--- src/rtl/riscv_isa_pkg.sv ---
/*
 * RISC-V ISA encodings
 * Major opcodes, funct3/funct7 codes and instruction field positions
 * for the RV32I integer ALU instructions
 */
package riscv_isa_pkg;

  // Major opcodes, ALU subset only
  typedef enum logic [6:0] {
    OPC_OP     = 7'b0110011,
    OPC_OP_IMM = 7'b0010011
  } opcode_e;

  // funct3 codes shared by R-type and I-type
  localparam logic [2:0] F3_ADD_SUB = 3'b000;
  localparam logic [2:0] F3_SLL     = 3'b001;
  localparam logic [2:0] F3_SLT     = 3'b010;
  localparam logic [2:0] F3_SLTU    = 3'b011;
  localparam logic [2:0] F3_XOR     = 3'b100;
  localparam logic [2:0] F3_SR      = 3'b101;
  localparam logic [2:0] F3_OR      = 3'b110;
  localparam logic [2:0] F3_AND     = 3'b111;

  // funct7 codes, ALT selects SUB and SRA/SRAI
  localparam logic [6:0] F7_BASE = 7'b0000000;
  localparam logic [6:0] F7_ALT  = 7'b0100000;

  // Field LSB positions within the instruction word
  localparam int unsigned OPC_LSB = 0;
  localparam int unsigned RD_LSB  = 7;
  localparam int unsigned F3_LSB  = 12;
  localparam int unsigned RS1_LSB = 15;
  localparam int unsigned RS2_LSB = 20;
  localparam int unsigned F7_LSB  = 25;
  localparam int unsigned IMM_LSB = 20;

  // Field widths
  localparam int unsigned REG_AW = 5;
  localparam int unsigned IMM_W  = 12;

endpackage

--- src/rtl/exec_pkg.sv ---
/*
 * Execute subsystem types
 * ALU operation and operand-B source encodings
 */
package exec_pkg;

  // ALU operations, one per RV32I ALU function
  typedef enum logic [3:0] {
    ALU_ADD,
    ALU_SUB,
    ALU_SLL,
    ALU_SLT,
    ALU_SLTU,
    ALU_XOR,
    ALU_SRL,
    ALU_SRA,
    ALU_OR,
    ALU_AND
  } alu_op_e;

  // Operand B source
  typedef enum logic {
    OPB_REG,
    OPB_IMM
  } op_b_sel_e;

endpackage

--- src/rtl/reg_file.sv ---
/*
 * Register file
 * Flip-flop storage for x1..x31 (x1..x15 with RV32E), x0 reads zero,
 * two combinational read ports and one synchronous write port
 */
`timescale 1ns/1ps

module reg_file #(
  parameter bit RV32E = 0
) (
  input  logic        clk_int,
  input  logic        rst_ni,
  input  logic [4:0]  raddr_a_i,
  input  logic [4:0]  raddr_b_i,
  input  logic [4:0]  waddr_i,
  input  logic [31:0] wdata_i,
  input  logic        we_i,
  output logic [31:0] rdata_a_o,
  output logic [31:0] rdata_b_o
);

  localparam int unsigned ADDR_WIDTH = RV32E ? 4 : 5;
  localparam int unsigned NUM_WORDS  = 2 ** ADDR_WIDTH;

  // Storage has no entry 0
  logic [31:0] rf_q [1:NUM_WORDS-1];
  // Read view, entry 0 tied to zero
  logic [31:0] rf_rd [NUM_WORDS];

  // Upper address bit dropped under RV32E
  logic [ADDR_WIDTH-1:0] raddr_a_int;
  logic [ADDR_WIDTH-1:0] raddr_b_int;
  logic [ADDR_WIDTH-1:0] waddr_int;

  assign raddr_a_int = raddr_a_i[ADDR_WIDTH-1:0];
  assign raddr_b_int = raddr_b_i[ADDR_WIDTH-1:0];
  assign waddr_int   = waddr_i[ADDR_WIDTH-1:0];

  assign rf_rd[0] = '0;
  for (genvar i = 1; i < NUM_WORDS; i++) begin : g_rd_view
    assign rf_rd[i] = rf_q[i];
  end

  assign rdata_a_o = rf_rd[raddr_a_int];
  assign rdata_b_o = rf_rd[raddr_b_int];

  // One-hot write, all registers cleared on reset
  always_ff @(posedge clk_int or negedge rst_ni) begin
    if (!rst_ni) begin
      for (int i = 1; i < NUM_WORDS; i++) begin
        rf_q[i] <= '0;
      end
    end else begin
      for (int i = 1; i < NUM_WORDS; i++) begin
        if (we_i && (waddr_int == ADDR_WIDTH'(i))) begin
          rf_q[i] <= wdata_i;
        end
      end
    end
  end

endmodule

--- src/rtl/alu.sv ---
/*
 * Integer ALU
 * Combinational add/sub, compares, shifts and bitwise logic
 */
`timescale 1ns/1ps

module alu
  import exec_pkg::*;
(
  input  logic [31:0] op_a_i,
  input  logic [31:0] op_b_i,
  input  alu_op_e     alu_op_i,
  output logic [31:0] result_o
);

  logic [4:0]  shamt;
  logic        lt_signed;
  logic        lt_unsigned;
  logic [31:0] sra_res;

  // Shift amount from low bits of B only
  assign shamt = op_b_i[4:0];

  assign lt_signed   = $signed(op_a_i) < $signed(op_b_i);
  assign lt_unsigned = op_a_i < op_b_i;

  // Arithmetic shift keeps the sign bit
  assign sra_res = 32'($signed(op_a_i) >>> shamt);

  always_comb begin
    case (alu_op_i)
      ALU_ADD:  result_o = op_a_i + op_b_i;
      ALU_SUB:  result_o = op_a_i - op_b_i;
      ALU_SLL:  result_o = op_a_i << shamt;
      ALU_SLT:  result_o = {31'b0, lt_signed};
      ALU_SLTU: result_o = {31'b0, lt_unsigned};
      ALU_XOR:  result_o = op_a_i ^ op_b_i;
      ALU_SRL:  result_o = op_a_i >> shamt;
      ALU_SRA:  result_o = sra_res;
      ALU_OR:   result_o = op_a_i | op_b_i;
      ALU_AND:  result_o = op_a_i & op_b_i;
      default:  result_o = '0;
    endcase
  end

endmodule

--- src/rtl/operand_select.sv ---
/*
 * Operand selector
 * Bypass from EX, immediate sign extension, operand B choice
 * and the EX-stage operand registers
 */
`timescale 1ns/1ps

module operand_select
  import riscv_isa_pkg::*;
  import exec_pkg::*;
(
  input  logic              clk_int,
  input  logic              rst_ni,
  input  logic [31:0]       rdata_a_i,
  input  logic [31:0]       rdata_b_i,
  input  logic [4:0]        raddr_a_i,
  input  logic [4:0]        raddr_b_i,
  input  logic [IMM_W-1:0]  imm_i,
  input  op_b_sel_e         op_b_sel_i,
  input  logic              ex_we_i,
  input  logic [4:0]        ex_rd_i,
  input  logic [31:0]       alu_result_i,
  output logic [31:0]       ex_op_a_o,
  output logic [31:0]       ex_op_b_o
);

  logic        fwd_a;
  logic        fwd_b;
  logic [31:0] reg_a;
  logic [31:0] reg_b;
  logic [31:0] imm_ext;
  logic [31:0] op_a_d;
  logic [31:0] op_b_d;

  // EX writes the register being read, take the ALU value
  // ex_we_i is never set for rd 0, so x0 is not forwarded
  assign fwd_a = ex_we_i && (ex_rd_i == raddr_a_i);
  assign fwd_b = ex_we_i && (ex_rd_i == raddr_b_i);

  assign reg_a = fwd_a ? alu_result_i : rdata_a_i;
  assign reg_b = fwd_b ? alu_result_i : rdata_b_i;

  // Sign-extend the I-type immediate
  assign imm_ext = {{(32 - IMM_W){imm_i[IMM_W-1]}}, imm_i};

  assign op_a_d = reg_a;
  assign op_b_d = (op_b_sel_i == OPB_IMM) ? imm_ext : reg_b;

  // Operands for the EX stage
  always_ff @(posedge clk_int or negedge rst_ni) begin
    if (!rst_ni) begin
      ex_op_a_o <= '0;
      ex_op_b_o <= '0;
    end else begin
      ex_op_a_o <= op_a_d;
      ex_op_b_o <= op_b_d;
    end
  end

endmodule

--- src/rtl/exec_controller.sv ---
/*
 * Execute controller
 * Decodes RV32I ALU instructions, flags illegal encodings and runs
 * the decode/execute pipeline control and registered result outputs
 */
`timescale 1ns/1ps

module exec_controller
  import riscv_isa_pkg::*;
  import exec_pkg::*;
#(
  parameter bit RV32E = 0
) (
  input  logic        clk_int,
  input  logic        rst_ni,
  input  logic        instr_valid_i,
  input  logic [31:0] instr_i,
  input  logic [31:0] alu_result_i,
  output logic [4:0]  raddr_a_o,
  output logic [4:0]  raddr_b_o,
  output logic [11:0] imm_o,
  output op_b_sel_e   op_b_sel_o,
  output logic        ex_we_o,
  output logic [4:0]  ex_rd_o,
  output alu_op_e     ex_alu_op_o,
  output logic        result_valid_o,
  output logic [4:0]  result_rd_o,
  output logic [31:0] result_o,
  output logic        illegal_o
);

  // Instruction fields
  logic [6:0] opcode;
  logic [2:0] funct3;
  logic [6:0] funct7;
  logic [4:0] rd;
  logic [4:0] rs1;
  logic [4:0] rs2;

  logic    is_r;
  logic    is_i;
  logic    bad_f7;
  logic    bad_reg;
  logic    legal;
  alu_op_e alu_op_d;

  // EX-stage state
  logic ex_valid_q;
  logic ex_illegal_q;

  assign opcode = instr_i[OPC_LSB +: 7];
  assign funct3 = instr_i[F3_LSB +: 3];
  assign funct7 = instr_i[F7_LSB +: 7];
  assign rd     = instr_i[RD_LSB +: REG_AW];
  assign rs1    = instr_i[RS1_LSB +: REG_AW];
  assign rs2    = instr_i[RS2_LSB +: REG_AW];

  assign is_r = (opcode == OPC_OP);
  assign is_i = (opcode == OPC_OP_IMM);

  // Read ports and immediate go straight out
  assign raddr_a_o  = rs1;
  assign raddr_b_o  = rs2;
  assign imm_o      = instr_i[IMM_LSB +: IMM_W];
  assign op_b_sel_o = is_i ? OPB_IMM : OPB_REG;

  // funct3/funct7 to ALU operation
  always_comb begin
    case (funct3)
      F3_ADD_SUB: alu_op_d = (is_r && funct7 == F7_ALT) ? ALU_SUB : ALU_ADD;
      F3_SLL:     alu_op_d = ALU_SLL;
      F3_SLT:     alu_op_d = ALU_SLT;
      F3_SLTU:    alu_op_d = ALU_SLTU;
      F3_XOR:     alu_op_d = ALU_XOR;
      F3_SR:      alu_op_d = (funct7 == F7_ALT) ? ALU_SRA : ALU_SRL;
      F3_OR:      alu_op_d = ALU_OR;
      F3_AND:     alu_op_d = ALU_AND;
      default:    alu_op_d = ALU_ADD;
    endcase
  end

  // funct7 checks
  always_comb begin
    bad_f7 = 1'b0;
    if (is_r) begin
      // ALT only for SUB and SRA
      bad_f7 = !((funct7 == F7_BASE) ||
                 (funct7 == F7_ALT && (funct3 == F3_ADD_SUB || funct3 == F3_SR)));
    end else if (is_i && funct3 == F3_SLL) begin
      bad_f7 = (funct7 != F7_BASE);
    end else if (is_i && funct3 == F3_SR) begin
      bad_f7 = (funct7 != F7_BASE) && (funct7 != F7_ALT);
    end
  end

  // RV32E has x0..x15 only, rs2 field is immediate for I-type
  assign bad_reg = RV32E && (rd[4] || rs1[4] || (is_r && rs2[4]));

  assign legal = (is_r || is_i) && !bad_f7 && !bad_reg;

  // D to EX
  always_ff @(posedge clk_int or negedge rst_ni) begin
    if (!rst_ni) begin
      ex_valid_q   <= 1'b0;
      ex_illegal_q <= 1'b0;
      ex_we_o      <= 1'b0;
      ex_rd_o      <= '0;
      ex_alu_op_o  <= ALU_ADD;
    end else begin
      ex_valid_q   <= instr_valid_i;
      ex_illegal_q <= !legal;
      // No write for x0 or illegal encodings
      ex_we_o      <= instr_valid_i && legal && (rd != '0);
      ex_rd_o      <= rd;
      ex_alu_op_o  <= alu_op_d;
    end
  end

  // EX to result outputs, one-cycle pulses
  always_ff @(posedge clk_int or negedge rst_ni) begin
    if (!rst_ni) begin
      result_valid_o <= 1'b0;
      illegal_o      <= 1'b0;
      result_rd_o    <= '0;
      result_o       <= '0;
    end else begin
      result_valid_o <= ex_valid_q && !ex_illegal_q;
      illegal_o      <= ex_valid_q && ex_illegal_q;
      result_rd_o    <= ex_rd_o;
      result_o       <= alu_result_i;
    end
  end

endmodule

--- src/rtl/exec_unit_top.sv ---
/*
 * Execute subsystem top
 * Controller, register file, operand selector and ALU as a
 * two-stage decode/execute pipeline with write-back
 */
`timescale 1ns/1ps

module exec_unit_top
  import exec_pkg::*;
#(
  parameter bit RV32E = 0
) (
  input  logic        clk_int,
  input  logic        rst_ni,
  input  logic        instr_valid_i,
  input  logic [31:0] instr_i,
  output logic        result_valid_o,
  output logic [4:0]  result_rd_o,
  output logic [31:0] result_o,
  output logic        illegal_o
);

  // Decode stage
  logic [4:0]  raddr_a;
  logic [4:0]  raddr_b;
  logic [31:0] rdata_a;
  logic [31:0] rdata_b;
  logic [11:0] imm;
  op_b_sel_e   op_b_sel;

  // Execute stage
  logic        ex_we;
  logic [4:0]  ex_rd;
  alu_op_e     ex_alu_op;
  logic [31:0] ex_op_a;
  logic [31:0] ex_op_b;
  logic [31:0] alu_result;

  exec_controller #(
    .RV32E (RV32E)
  ) u_ctrl (
    .clk_int        (clk_int),
    .rst_ni         (rst_ni),
    .instr_valid_i  (instr_valid_i),
    .instr_i        (instr_i),
    .alu_result_i   (alu_result),
    .raddr_a_o      (raddr_a),
    .raddr_b_o      (raddr_b),
    .imm_o          (imm),
    .op_b_sel_o     (op_b_sel),
    .ex_we_o        (ex_we),
    .ex_rd_o        (ex_rd),
    .ex_alu_op_o    (ex_alu_op),
    .result_valid_o (result_valid_o),
    .result_rd_o    (result_rd_o),
    .result_o       (result_o),
    .illegal_o      (illegal_o)
  );

  // Write-back from EX at the closing edge
  reg_file #(
    .RV32E (RV32E)
  ) u_rf (
    .clk_int   (clk_int),
    .rst_ni    (rst_ni),
    .raddr_a_i (raddr_a),
    .raddr_b_i (raddr_b),
    .waddr_i   (ex_rd),
    .wdata_i   (alu_result),
    .we_i      (ex_we),
    .rdata_a_o (rdata_a),
    .rdata_b_o (rdata_b)
  );

  operand_select u_opsel (
    .clk_int      (clk_int),
    .rst_ni       (rst_ni),
    .rdata_a_i    (rdata_a),
    .rdata_b_i    (rdata_b),
    .raddr_a_i    (raddr_a),
    .raddr_b_i    (raddr_b),
    .imm_i        (imm),
    .op_b_sel_i   (op_b_sel),
    .ex_we_i      (ex_we),
    .ex_rd_i      (ex_rd),
    .alu_result_i (alu_result),
    .ex_op_a_o    (ex_op_a),
    .ex_op_b_o    (ex_op_b)
  );

  alu u_alu (
    .op_a_i   (ex_op_a),
    .op_b_i   (ex_op_b),
    .alu_op_i (ex_alu_op),
    .result_o (alu_result)
  );

endmodule

--- config.mk ---
export PLATFORM = sky130hd
export DESIGN_NAME = exec_unit_top
export DESIGN_NICKNAME = d
export VERILOG_FILES = /design/src/rtl/riscv_isa_pkg.sv /design/src/rtl/exec_pkg.sv /design/src/rtl/reg_file.sv /design/src/rtl/alu.sv /design/src/rtl/operand_select.sv /design/src/rtl/exec_controller.sv /design/src/rtl/exec_unit_top.sv
export SDC_FILE = /design/constraint.sdc
export NUM_CORES = 2
export LEC_CHECK = 0
export CAP_MARGIN = 20
export CORE_ASPECT_RATIO = 0.75
export CORE_MARGIN = 10
export CORE_UTILIZATION = 50
export CTS_BUF_LIST = sky130_fd_sc_hd__clkbuf_4 sky130_fd_sc_hd__clkbuf_8
export DETAILED_ROUTE_END_ITERATION = 10
export DONT_BUFFER_PORTS = 1
export PLACE_DENSITY = 0.7
export SYNTH_ARGS = -nofsm -noshare
export SYNTH_HDL_FRONTEND = slang
export SYNTH_SLANG_ARGS = --single-unit
--- constraint.sdc ---
create_clock -name clk_int -period 6.55 [get_ports clk_int]
set_input_delay 1.31 -clock clk_int [delete_from_list [all_inputs] [get_ports clk_int]]
set_output_delay 1.31 -clock clk_int [all_outputs]
set_load 0.005 [all_outputs]
==> flow_summary_export.csv <==
group,metric,value,unit
status,status,"finished with violations",
status,violations,"max-slew violations",
routing,first_pass_iters,8,
yosys,netlist_area,63800,um2
global_route,grt_pass1_vias,49300,
place,port_buffers,0,
worst_setup_path,endpoint_kind,"flip-flop",
routing,vias,50600,
timing,setup_tns,0,ns
clocking,clkLatencyLatePin,0.95,ns
clocking,path_clk_slew,0.06,ns
global_route,grt_start_max_net_pins,260,
floorplanning,die_w,433,um
timing,finalCritPeriodShare,0.772,
floorplanning,io_pins,74,
final_layout,fin_util,0.542,
yosys,synthTopCellsByCount,"dfrtp_1, nor2_1, a21oi_1",
clocking,clkSinkCount,1107,
pwr,leakagePower,29.4,nW
yosys,post-synth-top-area-cell,"dfrtp_1",
clocking,cts_htree_levels,4,
global_route,grt_first_pass_wirelength,336,mm
final_layout,n_fill_cell,10900,
timing,setup_viol_count_final,0,
floorplanning,core.rowCount,113,
global_route,antenna_found_initial,6,
pwr,max-vdd-ir-drop,213,uV
yosys,synth-edff-count,0,
routing,drt-initial-drc-count,7818,
worst_setup_path,path_class,"flip-flop to flip-flop",
worst_setup_path,worstPathRequired,7.30,ns
yosys,synth_most_common_cell,"dfrtp_1",
clocking,cts_inserted_buffers,173,
floorplanning,core,127000,um2
global_route,grt.total_usage,0.318,
timing,setup_ws,1.49,ns
clocking,cts_tree,"done",
timing,finalMaxSlewViolations,46,
worst_setup_path,cp-start-kind,"flip-flop",
floorplanning,initial_core_util,0.504,
clocking,cts.path.max_buffers,3,
yosys,synthArstFlopShare,1.00,
clocking,cts_hold_buf,2,
clocking,post_cts_resized,0,
clocking,cts_root_buf,"clkbuf_8",
timing,max_clock_freq,198,MHz
worst_setup_path,crit_arrival,5.81,ns
routing,wire_per_inst,30.8,um
worst_hold_path,hold_class,"input port to asynchronous set/reset pin",
floorplanning,die_h,329,um
yosys,ys_seq_area_frac,0.434,
timing,clock-skew-final,0.0425,ns
timing,worst_slew_pin_slew,1.53,ns
timing,hold_viol,0,
yosys,synth.distinct_cells,90,
place,gp_congestion,1.05,
yosys,synthFlopType,"dfrtp_1",
global_route,grt_overflow,0,
worst_setup_path,r2r_setup_slack,1.49,ns
routing,viasPerCell,6.83,
final_layout,fin_nets,5731,
yosys,avgSynthCellArea,10.8,um2
timing,period_needed,5.06,ns
worst_setup_path,crit_path_frequent_cell,"buf_4",
final_layout,drive_gt1_frac,0.222,
worst_setup_path,cp_max_fo,64,
routing,ant_nets,0,
routing,drt_wl_total,228,mm
yosys,synth_nets,6034,
final_layout,syn_to_final_growth,7.59,%
timing,maxSlewHeadroom,-0.0222,
job,cap_violations,0,
worst_setup_path,cp_slowest_cell,"buf_4",
place,dp_hpwl,133,mm
worst_setup_path,slowest_delay,0.67,ns
clocking,postCtsSetupBuffers,0,
pwr,powerDensity,213,nW/um2
yosys,yosysTopAreaCellShare,0.434,
worst_setup_path,rr_worst_depth,12,
yosys,synth_area_leaders,"dfrtp_1, mux4_2, a21oi_1, nor2_1, o21ai_0",
yosys,ys_seq_elements,1107,
timing,rsz0062_at_grt,"no",
worst_setup_path,cp_cell_sequence,"buf_4 -> fa_1 -> a211oi_1 -> o21ai_1 -> o211ai_1 -> o211a_1 -> o41ai_1 -> a21oi_1 -> a221o_1 -> a21oi_4 -> buf_4 -> o21ai_0",
yosys,syn_inst,5900,
routing,drc,0,
pwr,total_power,0.0146,W
yosys,ys_warn_count,0,
floorplanning,dieArea,142000,um2
place,dp_slack,1.73,ns
[sequential cells by signal, indices dropped and copies added (netlist names)]
register,flops
u_ctrl.result_o,32
u_ctrl.illegal_o,1
u_ctrl.result_rd_o,5
u_ctrl.ex_valid_q,1
u_ctrl.ex_we_o,1
u_ctrl.ex_rd_o,5
u_ctrl.ex_illegal_q,1
u_ctrl.result_valid_o,1
u_ctrl.ex_alu_op_o,4
u_opsel.ex_op_b_o,32
u_opsel.ex_op_a_o,32
u_rf.rf_q,992
[metrics by stage]
| stage | instances | instance area [um2] | hold slack [ns] |
|---|---|---|---|
| detailed placement | 7082 | 64700 | 0.405 |
| finish | 7408 | 68700 | 0.0848 |
| global route | 7406 | 68700 | 0.0633 |
| global placement | 7081 | 64700 | 0.401 |
| floorplan | 5900 | 63800 | 0.352 |
| CTS | 7396 | 68500 | 0.000896 |
[layout by cell type, fill, tap and decap left out, types with 19 or more instances in the layout]
cell,instances
a22o_1,45
buf_4,92
o211ai_1,24
nand2_1,495
dfrtp_1,1103
inv_1,123
nand2b_1,21
nand3_1,19
nor2_1,815
clkinv_2,23
clkbuf_4,54
mux2_2,141
a221oi_1,30
o21ai_0,472
a31oi_1,19
o221ai_1,25
a21o_1,23
nor3_1,39
a2111oi_0,25
a21oi_1,737
mux2i_1,64
ha_1,97
mux4_2,614
a211oi_1,42
clkbuf_8,220
[layout make-up]
type / instances / area (um2) / share of cell area
timing repair buffer: 105 / 987 / 0.0144
inverter: 127 / 477 / 0.00694
clock buffer: 274 / 3430 / 0.0500
sequential: 1107 / 27700 / 0.404
antenna: 7 / 17.5 / 0.000255
clock inverter: 38 / 349 / 0.00508
tap: 1667 / 2090 / 0.0304
multi-input combinational: 4083 / 33600 / 0.489
[worst max-delay path: cells and delay by family, from the launching register on]
kind / cells / cell delay (ns)
buf+inv: 2 / 1.02
flops: 1 / 0.35
fa+ha+maj: 1 / 0.40
compound gates: 9 / 3.08
[where the power goes]
| part | switching [W] | total, W | internal [W] |
|---|---|---|---|
| registers | 0.0000869 | 0.00701 | 0.00692 |
| logic | 0.000755 | 0.00116 | 0.000406 |
| clock network | 0.00296 | 0.00646 | 0.00349 |
[routing by layer]
metal  global-route usage  vias up  part of all wire
met4                0.153        6             0.047
met1                0.441    25500              0.39
li1                     -    21100                 -
met2                0.444     3403              0.42
met3                0.112      644              0.14
met5                    0        -           0.00020
[final timing paths]
check,to,start
worst min-delay path,u_ctrl.result_o[31],rst_ni
worst max-delay path,u_rf.rf_q[692],u_opsel.ex_op_b_o[1]
min in group clk_int,u_ctrl.ex_rd_o[4],instr_i[11]
max in group asynchronous,u_opsel.ex_op_a_o[16],rst_ni
worst min register to register,u_ctrl.result_valid_o,u_ctrl.ex_illegal_q
worst max register to register,u_rf.rf_q[692],u_opsel.ex_op_b_o[1]
[logic make-up after synthesis]
family          Yosys count  synth area share
buf+inv                 710            0.0468
fa+ha+maj                99            0.0196
xor+xnor                 19           0.00261
simple gates           1518            0.0964
compound gates         1628             0.149
flops                  1107             0.434
mux                     819             0.252
Power figures use the tool's default switching activity.
